[src/include/lc3_config.svh]
// core-wide constants for the LC-3
// widths, register count, reset PC, link register and IR field positions
`ifndef LC3_CONFIG_SVH
`define LC3_CONFIG_SVH

// word and address width
`define LC3_WORD_W      16
`define LC3_REG_COUNT   8
`define LC3_RESET_PC    16'h0000
// JSR/JSRR return address goes here
`define LC3_LINK_REG    3'd7

// instruction field positions
`define LC3_OP_MSB      15
`define LC3_OP_LSB      12
`define LC3_DR_LSB      9
`define LC3_SR1_LSB     6
`define LC3_IMM_FLAG    5
`define LC3_JSR_FLAG    11

`endif

[src/source/lc3_pkg.sv]
// shared types for the LC-3 core
// word/index vectors, opcodes, FSM states and mux selects
`include "lc3_config.svh"

package lc3_pkg;

    typedef logic [`LC3_WORD_W-1:0] word_t;
    typedef logic [$clog2(`LC3_REG_COUNT)-1:0] reg_idx_t;

    // full opcode map, unused entries decode as no-ops
    typedef enum logic [3:0] {
        OP_BR   = 4'b0000,
        OP_ADD  = 4'b0001,
        OP_LD   = 4'b0010,
        OP_ST   = 4'b0011,
        OP_JSR  = 4'b0100,
        OP_AND  = 4'b0101,
        OP_LDR  = 4'b0110,
        OP_STR  = 4'b0111,
        OP_RTI  = 4'b1000,
        OP_NOT  = 4'b1001,
        OP_LDI  = 4'b1010,
        OP_STI  = 4'b1011,
        OP_JMP  = 4'b1100,
        OP_RES  = 4'b1101,
        OP_LEA  = 4'b1110,
        OP_TRAP = 4'b1111
    } opcode_t;

    typedef enum logic [2:0] {
        S_FETCH,
        S_FETCH_WAIT,
        S_DECODE,
        S_EXECUTE,
        S_ADDR,
        S_MEM_REQ,
        S_MEM_WAIT
    } ctrl_state_t;

    // next PC source
    typedef enum logic [1:0] {PC_INC, PC_OFFSET9, PC_OFFSET11, PC_BASE} pc_sel_t;

    // register write source
    typedef enum logic [1:0] {RD_ALU, RD_MEM, RD_LEA, RD_PC} reg_data_sel_t;

    typedef enum logic [1:0] {ALU_ADD, ALU_AND, ALU_NOT} alu_op_t;

endpackage

[src/source/lc3_ctrl_if.sv]
// control/datapath strobe bundle
// control drives the load strobes and selects, datapath returns decode info
`timescale 1ns/100ps

interface lc3_ctrl_if import lc3_pkg::*; ();

    // from datapath
    opcode_t       opcode;
    logic          branch_taken;

    // from control
    logic          ld_ir;
    logic          ld_pc;
    pc_sel_t       pc_sel;
    logic          ld_mar;
    logic          reg_we;
    reg_data_sel_t reg_data_sel;
    alu_op_t       alu_op;
    logic          ld_cc;
    // PC drives the memory address, else MAR
    logic          fetch_phase;

    modport control (
        input  opcode, branch_taken,
        output ld_ir, ld_pc, pc_sel, ld_mar, reg_we, reg_data_sel,
        output alu_op, ld_cc, fetch_phase
    );

    modport datapath (
        output opcode, branch_taken,
        input  ld_ir, ld_pc, pc_sel, ld_mar, reg_we, reg_data_sel,
        input  alu_op, ld_cc, fetch_phase
    );

endinterface

[src/source/lc3_reg_file.sv]
// general register file, two async read ports and one clocked write port
`timescale 1ns/100ps
`include "lc3_config.svh"

module lc3_reg_file import lc3_pkg::*; (
    input  logic     clk,
    input  logic     reset,
    input  logic     we,
    input  reg_idx_t wr_idx,
    input  reg_idx_t rd_a_idx,
    input  reg_idx_t rd_b_idx,
    input  word_t    wr_data,
    output word_t    rd_a_data,
    output word_t    rd_b_data
);

    word_t regs [`LC3_REG_COUNT];

    // write port
    always_ff @(posedge clk) begin
        if (reset) begin
            for (int i = 0; i < `LC3_REG_COUNT; i++) begin
                regs[i] <= '0;
            end
        end else if (we) begin
            regs[wr_idx] <= wr_data;
        end
    end

    // read ports, no bypass
    // a write lands after the edge, same-cycle reads see the old value
    assign rd_a_data = regs[rd_a_idx];
    assign rd_b_data = regs[rd_b_idx];

endmodule

[src/source/lc3_alu_cc.sv]
// ALU, N/Z/P condition-code register and the branch condition test
`timescale 1ns/100ps

module lc3_alu_cc import lc3_pkg::*; (
    input  logic       clk,
    input  logic       reset,
    input  alu_op_t    op,
    input  word_t      a,
    input  word_t      b,
    input  word_t      cc_data,
    input  logic       ld_cc,
    input  logic [2:0] nzp_mask,
    output word_t      result,
    output logic       branch_taken
);

    // {n, z, p}
    logic [2:0] cc;

    always_comb begin
        case (op)
            ALU_ADD: result = a + b;
            ALU_AND: result = a & b;
            ALU_NOT: result = ~a;
            default: result = a + b;
        endcase
    end

    ////////////////////////////////////////////////////////////////////////////
    // condition codes

    // cc_data is whatever goes to the register file this cycle
    always_ff @(posedge clk) begin
        if (reset) begin
            cc <= 3'b000;
        end else if (ld_cc) begin
            cc[2] <= cc_data[$bits(word_t)-1];
            cc[1] <= (cc_data == '0);
            cc[0] <= !cc_data[$bits(word_t)-1] && (cc_data != '0);
        end
    end

    // mask comes straight from IR[11:9]
    assign branch_taken = |(cc & nzp_mask);

endmodule

[src/source/lc3_datapath.sv]
// PC, IR and MAR, field decode, sign extension and address adders
// register write mux and memory address/data outputs
`timescale 1ns/100ps
`include "lc3_config.svh"

module lc3_datapath import lc3_pkg::*; (
    input  logic            clk,
    input  logic            reset,
    lc3_ctrl_if.datapath    dp,
    output word_t           mem_req_addr,
    output word_t           mem_req_wdata,
    input  word_t           mem_rsp_data
);

    word_t    pc;
    word_t    ir;
    word_t    mar;

    word_t    sext_imm5;
    word_t    sext_off6;
    word_t    sext_off9;
    word_t    sext_off11;
    word_t    pc_off9;
    word_t    pc_off11;
    word_t    base_off6;
    word_t    next_pc;

    reg_idx_t wr_idx;
    reg_idx_t rd_b_idx;
    word_t    rd_a_data;
    word_t    rd_b_data;
    word_t    wr_data;
    word_t    alu_b;
    word_t    alu_result;
    logic     is_store;

    ////////////////////////////////////////////////////////////////////////////
    // field decode

    assign dp.opcode = opcode_t'(ir[`LC3_OP_MSB:`LC3_OP_LSB]);
    assign is_store  = (dp.opcode == OP_ST) || (dp.opcode == OP_STR);

    // sign extension of every immediate and offset
    assign sext_imm5  = {{11{ir[4]}}, ir[4:0]};
    assign sext_off6  = {{10{ir[5]}}, ir[5:0]};
    assign sext_off9  = {{7{ir[8]}}, ir[8:0]};
    assign sext_off11 = {{5{ir[10]}}, ir[10:0]};

    // pc is already incremented when these are used
    assign pc_off9   = pc + sext_off9;
    assign pc_off11  = pc + sext_off11;
    assign base_off6 = rd_a_data + sext_off6;

    ////////////////////////////////////////////////////////////////////////////
    // register file and ALU

    // JSR/JSRR always link through R7
    assign wr_idx   = (dp.opcode == OP_JSR) ? `LC3_LINK_REG : ir[`LC3_DR_LSB +: 3];
    // stores read the SR field on port b, ALU ops read SR2
    assign rd_b_idx = is_store ? ir[`LC3_DR_LSB +: 3] : ir[2:0];
    assign alu_b    = ir[`LC3_IMM_FLAG] ? sext_imm5 : rd_b_data;

    always_comb begin
        case (dp.reg_data_sel)
            RD_ALU:  wr_data = alu_result;
            RD_MEM:  wr_data = mem_rsp_data;
            RD_LEA:  wr_data = pc_off9;
            RD_PC:   wr_data = pc;
            default: wr_data = alu_result;
        endcase
    end

    lc3_reg_file u_reg_file (
        .clk       (clk),
        .reset     (reset),
        .we        (dp.reg_we),
        .wr_idx    (wr_idx),
        .rd_a_idx  (ir[`LC3_SR1_LSB +: 3]),
        .rd_b_idx  (rd_b_idx),
        .wr_data   (wr_data),
        .rd_a_data (rd_a_data),
        .rd_b_data (rd_b_data)
    );

    // cc follows the register write data
    lc3_alu_cc u_alu_cc (
        .clk          (clk),
        .reset        (reset),
        .op           (dp.alu_op),
        .a            (rd_a_data),
        .b            (alu_b),
        .cc_data      (wr_data),
        .ld_cc        (dp.ld_cc),
        .nzp_mask     (ir[11:9]),
        .result       (alu_result),
        .branch_taken (dp.branch_taken)
    );

    ////////////////////////////////////////////////////////////////////////////
    // PC, IR, MAR

    always_comb begin
        case (dp.pc_sel)
            PC_INC:      next_pc = pc + 16'd1;
            PC_OFFSET9:  next_pc = pc_off9;
            // JSRR shares the opcode, bit 11 clear means base register
            PC_OFFSET11: next_pc = ir[`LC3_JSR_FLAG] ? pc_off11 : rd_a_data;
            PC_BASE:     next_pc = rd_a_data;
            default:     next_pc = pc + 16'd1;
        endcase
    end

    always_ff @(posedge clk) begin
        if (reset) begin
            pc <= `LC3_RESET_PC;
            ir <= '0;
        end else begin
            if (dp.ld_pc) begin
                pc <= next_pc;
            end
            if (dp.ld_ir) begin
                ir <= mem_rsp_data;
            end
        end
    end

    // LDR/STR are base-relative, LD/ST are pc-relative
    always_ff @(posedge clk) begin
        if (dp.ld_mar) begin
            mar <= ((dp.opcode == OP_LDR) || (dp.opcode == OP_STR)) ? base_off6 : pc_off9;
        end
    end

    assign mem_req_addr  = dp.fetch_phase ? pc : mar;
    assign mem_req_wdata = rd_b_data;

endmodule

[src/source/lc3_control.sv]
// multicycle sequencer FSM for the LC-3 core
// fetch, decode, execute and memory access over a valid/ready port
`timescale 1ns/100ps

module lc3_control import lc3_pkg::*; (
    input  logic           clk,
    input  logic           reset,
    lc3_ctrl_if.control    ctrl,
    output logic           mem_req_valid,
    output logic           mem_req_write,
    input  logic           mem_req_ready,
    input  logic           mem_rsp_valid
);

    ctrl_state_t state;
    ctrl_state_t next_state;

    logic accept;
    logic is_exec;
    logic is_load;
    logic is_store;

    // request taken on this edge
    assign accept = mem_req_valid && mem_req_ready;

    ////////////////////////////////////////////////////////////////////////////
    // opcode classes

    always_comb begin
        is_exec  = 1'b0;
        is_load  = 1'b0;
        is_store = 1'b0;
        case (ctrl.opcode)
            OP_ADD, OP_AND, OP_NOT, OP_LEA, OP_BR, OP_JMP, OP_JSR: is_exec = 1'b1;
            OP_LD, OP_LDR:                                         is_load = 1'b1;
            OP_ST, OP_STR:                                         is_store = 1'b1;
            // RTI, reserved and the dropped ops fall through as no-ops
            default: ;
        endcase
    end

    ////////////////////////////////////////////////////////////////////////////
    // next state

    always_comb begin
        next_state = state;
        case (state)
            S_FETCH:      if (accept) next_state = S_FETCH_WAIT;
            S_FETCH_WAIT: if (mem_rsp_valid) next_state = S_DECODE;
            S_DECODE: begin
                if (is_exec) begin
                    next_state = S_EXECUTE;
                end else if (is_load || is_store) begin
                    next_state = S_ADDR;
                end else begin
                    next_state = S_FETCH;
                end
            end
            S_EXECUTE:    next_state = S_FETCH;
            S_ADDR:       next_state = S_MEM_REQ;
            S_MEM_REQ:    if (accept) next_state = S_MEM_WAIT;
            S_MEM_WAIT:   if (mem_rsp_valid) next_state = S_FETCH;
            default:      next_state = S_FETCH;
        endcase
    end

    always_ff @(posedge clk) begin
        if (reset) begin
            state <= S_FETCH;
        end else begin
            state <= next_state;
        end
    end

    // registered request, held low through reset
    // stays up until accept moves the FSM out of the request state
    always_ff @(posedge clk) begin
        if (reset) begin
            mem_req_valid <= 1'b0;
            mem_req_write <= 1'b0;
        end else begin
            mem_req_valid <= (next_state == S_FETCH) || (next_state == S_MEM_REQ);
            mem_req_write <= (next_state == S_MEM_REQ) && is_store;
        end
    end

    ////////////////////////////////////////////////////////////////////////////
    // per-state strobes

    always_comb begin
        ctrl.ld_ir        = 1'b0;
        ctrl.ld_pc        = 1'b0;
        ctrl.pc_sel       = PC_INC;
        ctrl.ld_mar       = 1'b0;
        ctrl.reg_we       = 1'b0;
        ctrl.reg_data_sel = RD_ALU;
        ctrl.alu_op       = ALU_ADD;
        ctrl.ld_cc        = 1'b0;
        ctrl.fetch_phase  = (state == S_FETCH);
        case (state)
            // pc bumps as the fetch is accepted
            S_FETCH:      ctrl.ld_pc = accept;
            S_FETCH_WAIT: ctrl.ld_ir = mem_rsp_valid;
            S_EXECUTE: begin
                case (ctrl.opcode)
                    OP_ADD, OP_AND, OP_NOT: begin
                        ctrl.reg_we = 1'b1;
                        ctrl.ld_cc  = 1'b1;
                        if (ctrl.opcode == OP_AND) begin
                            ctrl.alu_op = ALU_AND;
                        end else if (ctrl.opcode == OP_NOT) begin
                            ctrl.alu_op = ALU_NOT;
                        end
                    end
                    OP_LEA: begin
                        ctrl.reg_we       = 1'b1;
                        ctrl.reg_data_sel = RD_LEA;
                        ctrl.ld_cc        = 1'b1;
                    end
                    // not taken leaves the pc alone
                    OP_BR: begin
                        ctrl.ld_pc  = ctrl.branch_taken;
                        ctrl.pc_sel = ctrl.branch_taken ? PC_OFFSET9 : PC_INC;
                    end
                    OP_JMP: begin
                        ctrl.ld_pc  = 1'b1;
                        ctrl.pc_sel = PC_BASE;
                    end
                    // link and jump on the same edge
                    OP_JSR: begin
                        ctrl.ld_pc        = 1'b1;
                        ctrl.pc_sel       = PC_OFFSET11;
                        ctrl.reg_we       = 1'b1;
                        ctrl.reg_data_sel = RD_PC;
                    end
                    default: ;
                endcase
            end
            S_ADDR:       ctrl.ld_mar = 1'b1;
            // load data and cc land with the response
            S_MEM_WAIT: begin
                ctrl.reg_we       = mem_rsp_valid && is_load;
                ctrl.ld_cc        = mem_rsp_valid && is_load;
                ctrl.reg_data_sel = RD_MEM;
            end
            default: ;
        endcase
    end

endmodule

[src/source/lc3_core.sv]
// LC-3 core top level
// control FSM and datapath joined by the strobe interface
`timescale 1ns/100ps

module lc3_core import lc3_pkg::*; (
    input  logic  clk,
    input  logic  reset,

    // memory request
    output logic  mem_req_valid,
    output logic  mem_req_write,
    output word_t mem_req_addr,
    output word_t mem_req_wdata,
    input  logic  mem_req_ready,

    // memory response
    input  logic  mem_rsp_valid,
    input  word_t mem_rsp_data
);

    lc3_ctrl_if u_ctrl_if ();

    // sequencer owns valid/write, datapath owns address/data
    lc3_control u_control (
        .clk           (clk),
        .reset         (reset),
        .ctrl          (u_ctrl_if.control),
        .mem_req_valid (mem_req_valid),
        .mem_req_write (mem_req_write),
        .mem_req_ready (mem_req_ready),
        .mem_rsp_valid (mem_rsp_valid)
    );

    lc3_datapath u_datapath (
        .clk           (clk),
        .reset         (reset),
        .dp            (u_ctrl_if.datapath),
        .mem_req_addr  (mem_req_addr),
        .mem_req_wdata (mem_req_wdata),
        .mem_rsp_data  (mem_rsp_data)
    );

endmodule

[config.mk]
export PLATFORM = sky130hd
export DESIGN_NAME = lc3_core
export DESIGN_NICKNAME = d
export VERILOG_FILES = /design/src/source/lc3_pkg.sv /design/src/source/lc3_ctrl_if.sv /design/src/source/lc3_reg_file.sv /design/src/source/lc3_alu_cc.sv /design/src/source/lc3_datapath.sv /design/src/source/lc3_control.sv /design/src/source/lc3_core.sv
export VERILOG_INCLUDE_DIRS = /design/src /design/src/include
export SDC_FILE = /design/constraint.sdc
export NUM_CORES = 1
export LEC_CHECK = 0
export BUFFER_PORTS_ARGS = -buffer_cell sky130_fd_sc_hd__buf_2
export CORE_MARGIN = 4
export CORE_UTILIZATION = 57
export DETAILED_ROUTE_END_ITERATION = 8
export HOLD_SLACK_MARGIN = 0.03
export PLACE_DENSITY = 0.89
export SETUP_SLACK_MARGIN = 0.3
export SYNTH_ARGS = -nofsm -noshare
export SYNTH_HDL_FRONTEND = slang
export SYNTH_HIERARCHICAL = 1
export SYNTH_SLANG_ARGS = --single-unit
export TNS_END_PERCENT = 30
[constraint.sdc]
create_clock -name clk -period 4.5 [get_ports clk]
set_input_delay 0.45 -clock clk [delete_from_list [all_inputs] [get_ports clk]]
set_output_delay 0.45 -clock clk [all_outputs]
set_load 0.05 [all_outputs]
==> results of run 1 <==
-- registers in the layout, indices dropped and copies added (netlist names) --
| signal | count |
|---|---|
| u_control/mem_req_valid | 1 |
| u_control/mem_req_write | 1 |
| u_control/state | 3 |
| u_datapath/ir | 16 |
| u_datapath/mar | 16 |
| u_datapath/pc | 16 |
| u_datapath/u_alu_cc/cc | 3 |
| u_datapath/u_reg_file/regs | 128 |
-- worst max-delay path, stage by stage, from the launching register on --
cell      delay [ns]
dfxtp_2         0.32
nand3b_1        0.20
buf_6           0.16
mux2_4          0.36
mux4_2          0.47
mux2_4          0.30
mux2_4          0.31
ha_4            0.17
fa_2            0.34
a21o_1          0.22
a221oi_4        0.37
o21ai_1         0.12
a21oi_2         0.14
xor2_1          0.16
a21oi_1         0.09
mux4_2          0.51
buf_4           0.16
buf_6           0.10
buf_6           0.10
buf_6           0.12
inv_8           0.07
nor3_1          0.06
-- cell families after synthesis --
kind of cell	after synthesis
multiplexers	160
AND/OR/NAND/NOR	405
buffers and inverters	156
XOR/XNOR	48
adder cells (fa/ha/maj)	58
AO/OA/AOI/OAI	239
flip-flops	184
-- power breakdown --
| group | internal, mW | leakage, nW | switching [mW] |
|---|---|---|---|
| registers | 1.88 | 1.80 | 0.0607 |
| logic | 0.607 | 4.20 | 0.863 |
| clock network | 0.790 | 0.286 | 0.738 |
-- stage by stage --
step / setup slack [ns] / std cells
finish: -0.658 / 1735
global route: -0.759 / 1735
CTS: -0.453 / 1724
detailed placement: -0.402 / 1671
global placement: -0.424 / 1671
floorplan: -0.330 / 1250
-- path summary, 6_finish.rpt --
kind / startpoint / end / slack (ns) / cells after the start
setup / recovery: u_datapath/ir[15] / u_datapath/u_reg_file/regs[1][10] / -0.66 / 21
setup reg to reg: u_datapath/ir[15] / u_datapath/u_reg_file/regs[1][10] / -0.66 / 21
hold / removal: mem_rsp_data[1] / u_datapath/ir[1] / 0.30 / 3
hold reg to reg: u_datapath/u_alu_cc/cc[2] / u_datapath/u_alu_cc/cc[2] / 0.52 / 2
-- what timing repair did --
action / in CTS / in global routing
buffers inserted: 20 / 11
endpoints found under the setup margin: 99 / 107
gates resized for setup: 85 / 39
gates cloned: 1 / 0
pin swaps: 30 / 22
-- per-layer routing --
layer / GRT usage (%) / vias up
met5: 0 / -
met1: 40.9 / 5795
li1: - / 5149
met2: 54.8 / 933
met3: 5.37 / 248
met4: 19.7 / 2
-- synthesized netlist by cell type, types with 9 or more instances --
master / n / area (um2)
a21o_1: 13 / 97.6
a21oi_1: 51 / 255
a221oi_1: 16 / 140
a22oi_1: 9 / 67.6
a31oi_1: 10 / 62.6
and3_1: 10 / 62.6
buf_1: 9 / 33.8
buf_6: 10 / 113
clkbuf_1: 57 / 214
clkinv_1: 16 / 60.1
dfxtp_1: 40 / 801
edfxtp_1: 144 / 4320
ha_1: 55 / 688
inv_1: 46 / 173
mux2_2: 56 / 631
mux2i_1: 24 / 240
mux4_1: 56 / 1470
mux4_2: 23 / 518
nand2_1: 75 / 282
nand2b_1: 14 / 87.6
nand3_1: 20 / 100
nor2_1: 74 / 278
nor3_1: 142 / 711
nor4_1: 9 / 56.3
o211ai_1: 10 / 75.1
o21ai_0: 51 / 255
o21bai_1: 14 / 105
xnor2_1: 26 / 228
xor2_1: 22 / 193
-- area by class of cell --
class | instances | share of cell area (%)
Clock buffer | 18 | 2.64
Inverter | 63 | 2.05
Timing Repair Buffer | 226 | 10.8
Multi-Input combinational cell | 911 | 49.5
Sequential cell | 184 | 31.6
Clock inverter | 14 | 0.962
Tap cell | 319 | 2.46
==> flow_summary.yaml, run 1 <==
timing:
  tightest_slew_ns: 0.949
  fin_crit_ns: 5.16
  timing.slew.headroom_pct: 36.7
  report.final.slew_viol_count: 0
  period_share_pct: 115
  timing.final.ws_setup_ns: -0.658
  hold_violations: 0
  fmax_ghz: 0.194
  finalSetupViolations: 83
  holdWs_ns: 0.300
  skew_ns: 0.0111
  grt_setup_unrepaired: "yes"
  fin_setup_tns_ns: -25.46
global_routing:
  antenna_found_initial: 1
  grt_max_degree: 64
  grt_pass1_wl_um: 66900
  grt.overflow.total: 0
  grt_pass1_vias: 11600
  grt_usage_pct: 33.0
clock_tree:
  cts_tree: "done"
  ctsHoldBuffers: 0
  cts_sinks: 184
  cts.path.max_buffers: 2
  cts-root-buf: "clkbuf_16"
  clock_latency_ns: 0.44
  htreeDepth: 4
  clk_pin_slew_ns: 0.07
  numCtsBuffers: 17
yosys:
  ys_ff_latch: 184
  synth_fa_ha_area_share_pct: 5.50
  synth_compound_area_share_pct: 12.1
  ys_warn_count: 6
  yosysUniqueCellTypes: 79
  synthCells: 1250
  synthMuxAreaShare_pct: 21.2
  async_flop_share_pct: 0
  synth_edf_count: 144
  syn_avg_cell_area_um2: 10.9
  synth-seq-area-share_pct: 37.7
  synth_area_um2: 13600
  syn-num-nets: 1328
  synth_xor_area_share_pct: 3.09
  synth_top_family_by_area: "multiplexers"
  synth-simple-area-share_pct: 15.0
  synthFlopType: "edfxtp_1"
run_status:
  outcome: "finished with violations"
  violations: "negative setup slack"
finish:
  multi_input_comb_area_um2: 8050
  drive_gt1_share_pct: 31.8
  regArea_um2: 5130
  layout_common_cells: "edfxtp_1 (144), buf_4 (143), nor3_1 (127)"
  diodes: 0
  utilization_pct: 69.2
  final_nets: 1481
  n_fill_cell: 1549
  syn2layout_area_growth_pct: 19.4
  fin_area_um2: 16300
  layout_commonest_cell: "edfxtp_1"
pwr:
  p_per_area_nw_per_um2: 304
  power_leakage_nw: 6.29
  p_total_mw: 4.94
  ir_drop_mv: 0.282
die:
  die_h_um: 162
  dieWidth_um: 162
  rows: 56
  start_util_pct: 58.0
  core_area_um2: 23500
  pin_count: 54
  design.die.area_um2: 26400
critical_path:
  worstSetupPathType: "reg -> reg"
  cp-start-kind: "register"
  crit_arrival_ns: 5.32
  endpoint_kind: "register"
  cp_max_fo: 8
  crit_required_ns: 4.66
routing:
  drtIter0Drc: 2081
  wl_per_cell_um: 25.9
  drc: 0
  drt_pass1_iterations: 9
  top_layer: "met5"
  wl_met3_um: 4560
  ant_nets: 0
  wl_met2_um: 21300
  wl_um: 44900
  vias_per_cell: 6.99
  vias: 12100
  met1_length_um: 15800
placed_design:
  port_buffers: 53
  gp_congestion: 1.02
  dp_hpwl_um: 30200
  dpl_cell_area_um2: 15000
min_path:
  hold_path.class: "in -> reg"
flow_run:
  drv_cap: 0
Note: power is estimated with default switching activity, not from simulation.
==> run 2, diff against run 1 <==
Settings changed: GPL_TIMING_DRIVEN from default to 0, RECOVER_POWER from default to 100.
==> flow_summary.yaml, run 2 (synthesis results as in run 1) <==
timing:
  tightest_slew_ns: 1.52
  report.final.slew_viol_count: 17
  skew_ns: 0.0197
  holdWs_ns: 0.306
  period_share_pct: 124
  timing.final.ws_setup_ns: -1.06
  timing.slew.headroom_pct: -1.70
  fmax_ghz: 0.180
  finalSetupViolations: 99
  hold_violations: 0
  grt_setup_unrepaired: "yes"
  fin_crit_ns: 5.56
clock_tree:
  cts_sinks: 184
  cts.path.max_buffers: 2
  clock_latency_ns: 0.46
  numCtsBuffers: 17
  clk_pin_slew_ns: 0.08
  ctsHoldBuffers: 0
  cts_tree: "done"
  htreeDepth: 4
  cts-root-buf: "clkbuf_16"
die:
  start_util_pct: 58.0
  pin_count: 54
  design.die.area_um2: 26400
  rows: 56
  dieWidth_um: 162
  die_h_um: 162
  core_area_um2: 23500
global_routing:
  grt_max_degree: 23
  grt_pass1_wl_um: 69000
  top_usage_layer: "met2"
  use_met3_pct: 7.06
  grt.overflow.total: 0
  antenna_found_initial: 1
  grt_pass1_vias: 11700
  grtUsageMet1_pct: 42.4
  grt_usage_pct: 34.6
  use_met2_pct: 56.5
finish:
  layout_commonest_cell: "edfxtp_1"
  n_fill_cell: 1635
  syn2layout_area_growth_pct: 16.5
  final_nets: 1443
  top_register: "u_datapath/u_reg_file/regs"
  final_cells: 1698
  layout_common_cells: "edfxtp_1 (144), nor3_1 (123), clkbuf_1 (96)"
  largest_reg_flops: 128
  drive_gt1_share_pct: 22.7
placed_design:
  gp_congestion: 1.03
  dp_hpwl_um: 32200
  port_buffers: 53
  dp_cells: 1622
routing:
  ant_nets: 0
  vias: 12300
  drc: 0
  drtIter0Drc: 2136
  drt_pass1_iterations: 9
  vias_per_cell: 7.24
  wl_um: 48600
  wl_per_cell_um: 28.6
pwr:
  power_leakage_nw: 5.80
  p_per_area_nw_per_um2: 316
  ir_drop_mv: 0.299
min_path:
  hold_path.class: "in -> reg"
  min_path_cells: 3
critical_path:
  crit_top_cell: "buf_6"
  cp-start-kind: "register"
  cpLargestDelayFamily: "multiplexers"
  critPathSlowestCell: "mux4_1"
  endpoint_kind: "register"
  worstSetupPathType: "reg -> reg"
  crit_arrival_ns: 5.88
  worst-r2r-cell-count: 19
  cp_slowest_stage_delay_ns: 0.59
  path_buf_inv: 3
  cp.depth: 19
  cp_max_fo: 10
  crit_chain: "clkbuf_1 > buf_6 > mux4_1 > mux2_1 > ha_4 > fa_2 > a21o_1 > a221oi_4 > buf_6 > o21ai_4 > a21oi_2 > xor2_1 > a21oi_1 > mux4_2 > nor4_4 > and4_4 > nor2_2 > mux2i_1 > nor2_1"
  crit_required_ns: 4.82
run_status:
  outcome: "finished with violations"
  violations: "max-capacitance violations, max-slew violations, negative setup slack"
flow_run:
  drv_cap: 1
run 2: cell types whose count changed in the layout (fill, tap and decap cells not counted), sizes merged:
cell and change:
clkbuf +106, clkinv -1, buf -144, inv -1
mux2 -1, bufinv -1, diode +1, clkinvlp +4
run 2: path summary, 6_finish.rpt:
path	from	end	slack, ns
worst max-delay path	u_datapath/ir[6]	u_datapath/u_alu_cc/cc[0]	-1.06
worst max register to register	u_datapath/ir[6]	u_datapath/u_alu_cc/cc[0]	-1.06
worst min register to register	u_datapath/u_alu_cc/cc[0]	u_datapath/u_alu_cc/cc[0]	0.51
worst min-delay path	mem_rsp_data[0]	u_datapath/ir[0]	0.31
run 2: where the power goes:
part	total, mW	internal [mW]	switching (mW)	leakage (nW)
combinational	1.46	0.524	0.935	3.69
clock	1.61	0.777	0.829	0.304
sequential	1.95	1.88	0.0634	1.81
total	5.01	3.18	1.83	5.80
run 2: per-stage QoR:
step | cell area, um2 | TNS (ns) | total power, mW | setup WS (ns) | util (%)
2_1_floorplan | 13700 | -1.96 | 2.74 | -0.330 | -
3_3_place_gp | 14400 | -45.31 | 3.04 | -1.09 | 61.1
3_5_place_dp | 14400 | -53.13 | 3.07 | -1.13 | 61.2
4_1_cts | 15600 | -30.79 | 4.81 | -0.770 | 66.5
5_1_grt | 15800 | -57.51 | 5.13 | -1.22 | 67.5
6_report | 15800 | -51.14 | 5.01 | -1.06 | 67.5
run 2: cell type report:
type	instances	area (um2)	share of cell area, %
Antenna cell	1	2.50	0.0158
Multi-Input combinational cell	910	8180	51.6
Timing Repair Buffer	96	643	4.06
Clock inverter	15	201	1.27
Buffer	93	513	3.24
Tap cell	319	399	2.52
Clock buffer	17	425	2.68
Inverter	63	347	2.19
Sequential cell	184	5130	32.4
run 2: layer usage:
metal	wire, um	up-vias
met3	5840	327
met2	22500	1089
li1	-	5090
met1	16400	5785
met5	0	-
met4	3890	0
run 2: what timing repair did:
| action | 4_1_cts | 5_1_grt |
|---|---|---|
| gates resized for setup | 87 | 59 |
| endpoints found under the setup margin | 124 | 127 |
| setup buffers | 31 | 12 |
| pin swaps | 30 | 33 |
run 2: worst register-to-register path: cells and delay by family, from the launching register on:
| kind | cells | cell delay [ns] |
|---|---|---|
| AOI/OAI and AO/OA | 5 | 0.91 |
| DFF | 1 | 0.43 |
| muxes | 4 | 1.70 |
| buffers and inverters | 3 | 0.88 |
| xor gates and xnor gates | 1 | 0.19 |
| adders and majority gates | 2 | 0.55 |
| and+or+nand+nor | 4 | 0.78 |
